File: src/logic/nts_engine_settings.svh
`ifndef NTS_ENGINE_SETTINGS_SVH
`define NTS_ENGINE_SETTINGS_SVH

// Widths --------------------
`define NTS_API_ADDR_W    12
`define NTS_API_DATA_W    32
`define NTS_LOCAL_ADDR_W  8
`define NTS_BLOCK_W       4   // Top address bits
`define NTS_CNT_W         64
`define NTS_SYSTICK_W     32

// Block selects --------------------
`define NTS_BLOCK_ENGINE  4'h0
`define NTS_BLOCK_DEBUG   4'h1

// Identity constants, ASCII
`define NTS_ENGINE_NAME0   32'h4e_54_53_5f  // "NTS_"
`define NTS_ENGINE_NAME1   32'h45_4e_47_4e  // "ENGN"
`define NTS_ENGINE_VERSION 32'h30_2e_30_32  // "0.02"
`define NTS_DEBUG_NAME     32'h44_42_55_47  // "DBUG"
`define NTS_CTRL_VALUE     32'h0000_0001

// Engine register map --------------------
`define NTS_ADDR_NAME0     8'h00
`define NTS_ADDR_NAME1     8'h01
`define NTS_ADDR_VERSION   8'h02
`define NTS_ADDR_CTRL      8'h08

// Debug register map, counters take two words
`define NTS_DBG_PROCESSED  8'h00
`define NTS_DBG_BAD_COOKIE 8'h02
`define NTS_DBG_BAD_AUTH   8'h04
`define NTS_DBG_BAD_KEYID  8'h06
`define NTS_DBG_NAME       8'h08
`define NTS_DBG_SYSTICK    8'h09
`define NTS_DBG_ERR_CRYPTO 8'h20
`define NTS_DBG_ERR_TXBUF  8'h22

`endif
File: src/logic/nts_engine_pkg.sv
`default_nettype none

`include "nts_engine_settings.svh"

package nts_engine_pkg;

  // Plain vectors --------------------
  typedef logic [`NTS_API_ADDR_W-1:0]   api_addr_t;
  typedef logic [`NTS_LOCAL_ADDR_W-1:0] local_addr_t;
  typedef logic [`NTS_BLOCK_W-1:0]      block_sel_t;
  typedef logic [`NTS_API_DATA_W-1:0]   api_data_t;
  typedef logic [`NTS_CNT_W-1:0]        stat_count_t;
  typedef logic [`NTS_SYSTICK_W-1:0]    systick_t;

  // Request seen by every block behind the decoder
  typedef struct packed {
    logic        we;
    local_addr_t addr;   // Block select already stripped
    api_data_t   wdata;
  } api_req_t;

  // One strobe per statistics event
  typedef struct packed {
    logic processed;
    logic bad_cookie;
    logic bad_auth;
    logic bad_keyid;
    logic err_crypto;
    logic err_txbuf;
  } stat_events_t;

endpackage

`default_nettype wire

File: src/logic/nts_engine.sv
`timescale 1ns/1ps
`default_nettype none

`include "nts_engine_settings.svh"

module nts_engine (
  input  wire                          i_clk,
  input  wire                          i_areset,

  // Host API
  input  wire                          i_api_cs,
  input  wire                          i_api_we,
  input  wire nts_engine_pkg::api_addr_t i_api_address,
  input  wire nts_engine_pkg::api_data_t i_api_write_data,
  output nts_engine_pkg::api_data_t    o_api_read_data,

  // Statistics strobes
  input  wire nts_engine_pkg::stat_events_t i_events
);

  import nts_engine_pkg::*;

  api_req_t  req;        // Shared by both blocks
  logic      engine_cs;
  logic      debug_cs;
  api_data_t engine_rdata;
  api_data_t debug_rdata;

  // Address decode --------------------
  nts_api_decode u_decode (
    .i_api_cs         (i_api_cs),
    .i_api_we         (i_api_we),
    .i_api_address    (i_api_address),
    .i_api_write_data (i_api_write_data),
    .o_req            (req),
    .o_engine_cs      (engine_cs),
    .o_debug_cs       (debug_cs),
    .i_engine_rdata   (engine_rdata),
    .i_debug_rdata    (debug_rdata),
    .o_api_read_data  (o_api_read_data)
  );

  // Identity block --------------------
  nts_engine_id_regs u_id_regs (
    .i_cs    (engine_cs),
    .i_req   (req),
    .o_rdata (engine_rdata)
  );

  // Statistics block --------------------
  nts_debug_stats u_debug (
    .i_clk    (i_clk),
    .i_areset (i_areset),
    .i_cs     (debug_cs),
    .i_req    (req),
    .i_events (i_events),
    .o_rdata  (debug_rdata)
  );

endmodule

`default_nettype wire

File: src/logic/nts_api_decode.sv
`timescale 1ns/1ps
`default_nettype none

`include "nts_engine_settings.svh"

module nts_api_decode (
  // External side
  input  wire                            i_api_cs,
  input  wire                            i_api_we,
  input  wire nts_engine_pkg::api_addr_t i_api_address,
  input  wire nts_engine_pkg::api_data_t i_api_write_data,

  // Block side
  output nts_engine_pkg::api_req_t       o_req,
  output logic                           o_engine_cs,
  output logic                           o_debug_cs,
  input  wire nts_engine_pkg::api_data_t i_engine_rdata,
  input  wire nts_engine_pkg::api_data_t i_debug_rdata,

  output nts_engine_pkg::api_data_t      o_api_read_data
);

  import nts_engine_pkg::*;

  block_sel_t  block_sel;
  local_addr_t local_addr;

  // Split address --------------------
  assign block_sel  = i_api_address[`NTS_API_ADDR_W-1 -: `NTS_BLOCK_W];
  assign local_addr = i_api_address[`NTS_LOCAL_ADDR_W-1:0];

  assign o_req = '{
    we:    i_api_we,
    addr:  local_addr,
    wdata: i_api_write_data
  };

  // One select per block, others fall through to zero
  assign o_engine_cs = i_api_cs && (block_sel == `NTS_BLOCK_ENGINE);
  assign o_debug_cs  = i_api_cs && (block_sel == `NTS_BLOCK_DEBUG);

  // Blocks drive zero when not selected
  assign o_api_read_data = i_engine_rdata | i_debug_rdata;

endmodule

`default_nettype wire

File: src/logic/nts_engine_id_regs.sv
`timescale 1ns/1ps
`default_nettype none

`include "nts_engine_settings.svh"

module nts_engine_id_regs (
  input  wire                            i_cs,
  input  wire nts_engine_pkg::api_req_t  i_req,
  output nts_engine_pkg::api_data_t      o_rdata
);

  import nts_engine_pkg::*;

  api_data_t id_word;   // Value at the current address
  logic      rd;

  assign rd = i_cs && !i_req.we;   // Writes land nowhere

  // Identity map --------------------
  always_comb
  begin
    case (i_req.addr)
      `NTS_ADDR_NAME0:   id_word = `NTS_ENGINE_NAME0;
      `NTS_ADDR_NAME1:   id_word = `NTS_ENGINE_NAME1;
      `NTS_ADDR_VERSION: id_word = `NTS_ENGINE_VERSION;
      `NTS_ADDR_CTRL:    id_word = `NTS_CTRL_VALUE;
      default:           id_word = '0;
    endcase
  end

  // Zero unless read, keeps the decoder OR clean
  assign o_rdata = rd ? id_word : '0;

endmodule

`default_nettype wire

File: src/logic/nts_debug_stats.sv
`timescale 1ns/1ps
`default_nettype none

`include "nts_engine_settings.svh"

module nts_debug_stats (
  input  wire                               i_clk,
  input  wire                               i_areset,
  input  wire                               i_cs,
  input  wire nts_engine_pkg::api_req_t     i_req,
  input  wire nts_engine_pkg::stat_events_t i_events,
  output nts_engine_pkg::api_data_t         o_rdata
);

  import nts_engine_pkg::*;

  localparam int N_CNT = 6;

  // Upper-half address of each counter, lower half sits one above
  localparam local_addr_t CNT_BASE [N_CNT] = '{
    `NTS_DBG_PROCESSED,
    `NTS_DBG_BAD_COOKIE,
    `NTS_DBG_BAD_AUTH,
    `NTS_DBG_BAD_KEYID,
    `NTS_DBG_ERR_CRYPTO,
    `NTS_DBG_ERR_TXBUF
  };

  logic [N_CNT-1:0] inc;                // Index order follows CNT_BASE
  logic [N_CNT-1:0] snap;               // Lower-half capture strobes
  stat_count_t      count   [N_CNT];
  api_data_t        snap_lo [N_CNT];
  systick_t         systick_reg;
  logic             rd;

  assign inc = {
    i_events.err_txbuf,
    i_events.err_crypto,
    i_events.bad_keyid,
    i_events.bad_auth,
    i_events.bad_cookie,
    i_events.processed
  };

  // Counters --------------------
  for (genvar g = 0; g < N_CNT; g++)
  begin : g_cnt
    nts_event_counter u_cnt (
      .i_clk     (i_clk),
      .i_areset  (i_areset),
      .i_inc     (inc[g]),
      .i_snap    (snap[g]),
      .o_count   (count[g]),
      .o_snap_lo (snap_lo[g])
    );
  end

  // System tick --------------------
  always_ff @(posedge i_clk or posedge i_areset)
  begin
    if (i_areset)
    begin
      systick_reg <= systick_t'(1);   // Starts at one
    end
    else
    begin
      systick_reg <= systick_reg + 1'b1;
    end
  end

  assign rd = i_cs && !i_req.we;

  // Read map --------------------
  // A read of the upper half also arms the capture of the lower half,
  // so the following read of base+1 returns a matching word
  always_comb
  begin
    o_rdata = '0;
    snap    = '0;
    if (rd)
    begin
      case (i_req.addr)
        `NTS_DBG_NAME:    o_rdata = `NTS_DEBUG_NAME;
        `NTS_DBG_SYSTICK: o_rdata = systick_reg;
        default:          o_rdata = '0;
      endcase

      for (int i = 0; i < N_CNT; i++)
      begin
        if (i_req.addr == CNT_BASE[i])
        begin
          o_rdata = count[i][`NTS_CNT_W-1:`NTS_API_DATA_W];
          snap[i] = 1'b1;
        end
        if (i_req.addr == local_addr_t'(CNT_BASE[i] + 1'b1))
        begin
          o_rdata = snap_lo[i];   // Captured value, not live count
        end
      end
    end
  end

endmodule

`default_nettype wire

File: src/logic/nts_event_counter.sv
`timescale 1ns/1ps
`default_nettype none

`include "nts_engine_settings.svh"

module nts_event_counter (
  input  wire                 i_clk,
  input  wire                 i_areset,
  input  wire                 i_inc,     // One event this cycle
  input  wire                 i_snap,    // Upper half being read
  output nts_engine_pkg::stat_count_t o_count,
  output nts_engine_pkg::api_data_t   o_snap_lo
);

  import nts_engine_pkg::*;

  stat_count_t count_reg;
  api_data_t   snap_reg;

  // Count and capture --------------------
  always_ff @(posedge i_clk or posedge i_areset)
  begin
    if (i_areset)
    begin
      count_reg <= '0;
      snap_reg  <= '0;
    end
    else
    begin
      if (i_inc)
      begin
        count_reg <= count_reg + 1'b1;
      end

      // Takes the pre-increment value, same count the host saw
      if (i_snap)
      begin
        snap_reg <= count_reg[`NTS_API_DATA_W-1:0];
      end
    end
  end

  assign o_count   = count_reg;
  assign o_snap_lo = snap_reg;

endmodule

`default_nettype wire

File: config.mk
export PLATFORM = sky130hd
export DESIGN_NAME = nts_engine
export DESIGN_NICKNAME = d
export VERILOG_FILES = /design/src/logic/nts_engine_pkg.sv /design/src/logic/nts_engine.sv /design/src/logic/nts_api_decode.sv /design/src/logic/nts_engine_id_regs.sv /design/src/logic/nts_debug_stats.sv /design/src/logic/nts_event_counter.sv
export VERILOG_INCLUDE_DIRS = /design/src /design/src/logic
export SDC_FILE = /design/constraint.sdc
export NUM_CORES = 2
export LEC_CHECK = 0
export BUFFER_PORTS_ARGS = -buffer_cell sky130_fd_sc_hd__buf_4
export CORE_UTILIZATION = 30
export DETAILED_ROUTE_END_ITERATION = 8
export PLACE_DENSITY = 0.43
export SYNTH_ARGS = -nofsm -noshare
export SYNTH_HDL_FRONTEND = slang
export SYNTH_SLANG_ARGS = --single-unit
File: constraint.sdc
create_clock -name i_clk -period 34.8 [get_ports i_clk]
set_clock_uncertainty 0.15 [all_clocks]
set_input_delay 1.74 -clock i_clk [delete_from_list [all_inputs] [get_ports i_clk]]
set_output_delay 1.74 -clock i_clk [all_outputs]
set_load 0.02 [all_outputs]
## After elaboration in Yosys (flattened, before gate mapping)

Cells that the tools add are included.

| cells by class | value |
|---|---|
| add/subtract/negate cells | 7 |
| eq/ne operators | 14 |
| multiplexer cells | 23 |
| bitwise gates (word level) | 1 |
| reduce and logical (&&, ||, !) cells | 7 |

Operators with widths:

| cell | count |
|---|---|
| 32-bit 2-to-1 mux | 13 |
| 64-bit by 1-bit adder with 64-bit output, second input constant | 6 |
| 31-bit case mux with 4 select lines | 1 |
| 32-bit case mux with 2 select lines | 1 |
| 32-bit by 1-bit adder with 32-bit output, second input constant | 1 |
| 8-bit by 3-bit equality test with 1-bit output, second input constant | 4 |
| 8-bit by 6-bit equality test with 1-bit output, second input constant | 4 |
| 32-bit bitwise OR | 1 |
| 31-bit 2-to-1 mux | 1 |
| 8-bit by 2-bit equality test with 1-bit output, second input constant | 2 |
| 8-bit by 4-bit equality test with 1-bit output, second input constant | 2 |
| 8-bit by 1-bit equality test with 1-bit output, second input constant | 1 |
| 8-bit logical NOT | 1 |
| 1-bit 2-to-1 mux | 6 |
| 6-bit 2-to-1 mux | 1 |
| 4-bit by 1-bit equality test with 1-bit output, second input constant | 1 |
| 1-bit logical AND | 4 |
| 4-bit logical NOT | 1 |
| 1-bit logical NOT | 1 |

| word-level totals | value |
|---|---|
| register bits | 608 |
| bits of input ports | 54 |
| output and inout bits | 32 |
| logic and storage cells | 65 |

## Logic depth before layout (Yosys ltp)

| logic depth | value |
|---|---|
| depth in word-level cells | 16 |
| mapped depth | 11 |
| depth with buffers taken out | 8 |

## Cells and area by module

From an unflattened synthesis, not the netlist that was laid out.

| unflattened totals | value |
|---|---|
| cells, all modules | 3,086 |
| area, all modules | 32,376.1 µm² |

By module, submodules not included:

| module | instances | cells each | area each (µm²) | sequential area each (µm²) |
|---|---|---|---|---|
| nts_event_counter | 6 | 361 | 4,290.4 | 2,402.3 |
| nts_debug_stats | 1 | 804 | 5,766.8 | 802.0 |
| nts_api_decode | 1 | 76 | 558.0 | 0.0 |
| nts_engine_id_regs | 1 | 40 | 309.0 | 0.0 |

## Worst setup path before layout

Ideal clock, no wire load.

| path | value |
|---|---|
| path kind | input -> output |
| start point | in i_api_address[5] |
| end point | out o_api_read_data[1] |
| data arrival time | 4,245 ps |
| data required time | 32,910 ps |
| path slack | 28,665 ps |
| cell stages on the path | 9 |
| path buffers | 4 |
| path through | buf_6 -> or4_4 -> buf_6 -> or3b_1 -> buf_6 -> clkbuf_1 -> o21ai_0 -> a21oi_1 -> o41ai_1 |

| on the way | value |
|---|---|
| cells in the longest elaborated chain, start to end | 16 |
| elaborated cells between the ends (all ways) | 31 |
| those cells by class | 13 x eq/ne; 16 x mux; 1 x bitwise; 1 x reduce/logical |

Ends and longest elaborated chain:

| item | RTL line | source |
|---|---|---|
| from (decl) | nts_engine.sv:13 | `input wire nts_engine_pkg::api_addr_t i_api_address,` |
| 8-bit by 4-bit equality test with 1-bit output (on tied branches) | nts_debug_stats.sv:82, nts_engine_id_regs.sv:22 |  |
| 32-bit case mux with 2 select lines | nts_debug_stats.sv:82 | `case (i_req.addr)` |
| 32-bit 2-to-1 mux | nts_debug_stats.sv:90 | `if (i_req.addr == CNT_BASE[i])` |
| 32-bit 2-to-1 mux | nts_debug_stats.sv:95 | `if (i_req.addr == local_addr_t'(CNT_BASE[i] + 1'b1))` |
| 32-bit 2-to-1 mux | nts_debug_stats.sv:90 |  |
| 32-bit 2-to-1 mux | nts_debug_stats.sv:95 |  |
| 32-bit 2-to-1 mux | nts_debug_stats.sv:90 |  |
| 32-bit 2-to-1 mux | nts_debug_stats.sv:95 |  |
| 32-bit 2-to-1 mux | nts_debug_stats.sv:90 |  |
| 32-bit 2-to-1 mux | nts_debug_stats.sv:95 |  |
| 32-bit 2-to-1 mux | nts_debug_stats.sv:90 |  |
| 32-bit 2-to-1 mux | nts_debug_stats.sv:95 |  |
| 32-bit 2-to-1 mux | nts_debug_stats.sv:90 |  |
| 32-bit 2-to-1 mux | nts_debug_stats.sv:95 |  |
| 32-bit 2-to-1 mux | nts_debug_stats.sv:80 | `if (rd)` |
| 32-bit bitwise OR * | nts_api_decode.sv:43 | `assign o_api_read_data = i_engine_rdata \| i_debug_rdata;` |
| to (decl) | nts_engine.sv:15 | `output nts_engine_pkg::api_data_t o_api_read_data,` |

Mark *: on every way between the ends. The rest lies on a longest branch, timed or not.

## Worst setup path in the final report

| path | value |
|---|---|
| start point | in i_api_address[0] |
| end point | out o_api_read_data[12] |

Same word-level chain as after synthesis.

==> flow_summary_export.csv <==
group,metric,value,unit
run_status,outcome,"finished, final reports clean",
power,cellLeakagePower,0.0146,µW
sta,rsz0062_at_grt,"no",
placed_design,gp_congestion,0.898,
die,die_w,313,µm
finish,nets,2778,
critical_path,r2r-start,"u_debug.g_cnt[5].u_cnt.o_count[9]",
sta,worst_pin_slew,1.22,ns
finish,final_area,33300,µm²
cts,clock-sinks,608,
sta,setup_violations,0,
drt,routed_via_density,5.27,
min_path,hold_path_class,"reg -> reg",
finish,drive_gt1_frac,0.164,
global_route,grt_pass1_wl,144,mm
sta,drv_slew,0,
die,row_count,113,
finish,fillers,9611,
sta,finalHoldViolations,0,
die,dieArea,98100,µm²
drt,dr.max_layer_used,"met5",
placed_design,dpl-instance-area,30900,µm²
cts,cts_tree,"done",
die,core-area,95400,µm²
critical_path,r2r_setup_slack,31.17,ns
finish,syn_to_final_growth,14.6,%
synthesis,seq_area_frac_synth,0.524,
sta,fmax,129,MHz
power,ir_drop,0.0315,mV
critical_path,timing.critical_path.from,"i_api_address[0]",
drt,wl_met1,44.1,mm
placed_design,portBuffers,53,
global_route,grt_pass1_vias,21500,
critical_path,critPathMaxFanout,44,
cts,cts_buffers,73,
synthesis,synth_area_per_cell,10.9,µm²
drt,dr.pass1.iters,7,
synthesis,yosys_warnings,0,
critical_path,worstPathRequired,32.91,ns
cts,ctsHtreeMaxLevel,3,
global_route,grt_start_max_net_pins,127,
cts,clk_pin_slew,0.06,ns
drt,drtIter0Drc,1732,
placed_design,post-dp-hpwl,69.9,mm
critical_path,crit_arrival,5.84,ns
finish,final_common_cell,"dfrtp_1",
sta,min_period,7.73,ns
global_route,grt_overflow,0,
drt,drc,0,
drt,ant_nets,0,
finish,antenna_cells,0,
synthesis,netlist_instances,2654,
synthesis,async_flop_share,1.00,
drt,wl_met3,5.12,mm
job,max_cap_viol_count,0,
synthesis,syn_area,29100,µm²
die,initial_utilization,0.304,
synthesis,synth_edf_count,0,
cts,cts_root_buf,"clkbuf_16",
synthesis,synthFlopType,"dfrtp_1",
sta,fin_crit_sh,0.222,
drt,wl_per_cell,23.7,µm
finish,largest_reg_flops,384,
cts,clk_latency,0.63,ns
cts,cts_hold_buf,0,
critical_path,ff2ff_path_depth,7,
critical_path,path_class,"in -> out",
finish,final_util,0.349,
sta,tns,0,ns
drt,finalWirelength,95.7,mm
critical_path,critPathLaunchType,"input pin",
global_route,antenna_found_initial,4,
cts,post_cts_buffers,0,
critical_path,r2r_end,"u_debug.g_cnt[5].u_cnt.o_count[63]",
placed_design,place_inst,3907,
die,die_h,313,µm
drt,vias,21300,
synthesis,synthDistinctLibCells,75,
critical_path,endpoint_kind,"primary output",
power,power.density,48.3,nW/µm²
sta,slew_headroom,0.181,
die,io-pin-count,86,
synthesis,synth_seq_cells,608,
cts,cts_resized,0,
drt,wl_met2,43.3,mm
finish,final_cell_mix,"dfrtp_1, xnor2_1, nand2_1",
finish,final_cells,4039,
cts,cts_max_path_buffers,3,
global_route,grt_usage,0.196,
synthesis,synth_nets,2715,
critical_path,critPathCapture,"o_api_read_data[12]",
==> area by class of cell <==
cell class / instances / area (µm²) / area share
Clock buffer: 110 / 2160 / 0.0648
Clock inverter: 22 / 218 / 0.00654
Timing Repair Buffer: 91 / 687 / 0.0206
Tap cell: 1265 / 1580 / 0.0475
Multi-Input combinational cell: 1910 / 13300 / 0.399
Sequential cell: 608 / 15200 / 0.457
Inverter: 33 / 131 / 0.00395
==> power breakdown <==
part	internal, µW	switching, µW	leakage [µW]
clock	446	314	0.00117
sequential	731	31.6	0.00835
combinational	32.9	51.5	0.00511
total	1210	397	0.0146
==> layer usage <==
metal  track usage  vias to the layer above
met1         0.277                    11000
li1              -                     9583
met5             0                        -
met2         0.305                      545
met4        0.0693                        6
met3        0.0310                      152
==> critical path, cell delays in order <==
cell	delay, ns
buf_6	0.20
buf_4	0.49
buf_4	0.59
nand2b_1	0.39
buf_4	0.34
o22ai_1	0.20
o22ai_1	0.28
a21oi_1	0.13
a211oi_1	0.60
a2111oi_0	0.22
a211oi_1	0.35
buf_4	0.21
==> synth_stat cells (all sizes together) (29+ instances only) <==
library cell / number / area, µm²
dfrtp: 607 / 15200
nand4: 98 / 613
inv: 32 / 120
o21ai: 85 / 429
nand2: 229 / 860
buf: 41 / 214
nor2: 176 / 681
and3: 73 / 457
o221ai: 29 / 254
and4: 36 / 315
clkbuf: 62 / 233
xor2: 89 / 780
o22ai: 37 / 231
nand3: 164 / 821
mux2: 225 / 2530
xnor2: 319 / 2790
nor3: 45 / 235
a21oi: 83 / 415
==> how the worst min path moves through the flow <==
stage	start	endpoint	cells after the start
final	u_debug.g_cnt[3].u_cnt.o_count[63]	u_debug.g_cnt[3].u_cnt.o_count[63]	1
after global routing	u_debug.g_cnt[3].u_cnt.o_count[63]	u_debug.g_cnt[3].u_cnt.o_count[63]	1
after CTS	u_debug.g_cnt[3].u_cnt.o_count[63]	u_debug.g_cnt[3].u_cnt.o_count[63]	1
after detailed placement	u_debug.g_cnt[3].u_cnt.o_count[63]	u_debug.g_cnt[3].u_cnt.o_count[63]	1
after global placement	u_debug.g_cnt[3].u_cnt.o_count[63]	u_debug.g_cnt[3].u_cnt.o_count[63]	1
after floorplan	u_debug.g_cnt[1].u_cnt.o_count[63]	u_debug.g_cnt[1].u_cnt.o_count[63]	1
==> metrics by stage <==
| step | hold slack, ns | worst slack [ns] | total power, µW |
|---|---|---|---|
| floorplan | 0.288 | 15.89 | 828 |
| global placement | 0.311 | 27.14 | 858 |
| detailed placement | 0.310 | 27.16 | 861 |
| CTS | 0.324 | 27.15 | 1630 |
| global route | 0.341 | 27.01 | 1670 |
| finish | 0.320 | 27.07 | 1610 |
==> cell families after synthesis <==
family                     Yosys count  share of synthesized area
AOI/OAI and AO/OA                  335                     0.0751
buffers and inverters              136                     0.0196
and+or+nand+nor                    906                      0.157
muxes                              254                     0.0985
DFF                                608                      0.524
xor gates and xnor gates           408                      0.123
adders and majority gates            7                    0.00301
Note: power is estimated with default switching activity, not from simulation.
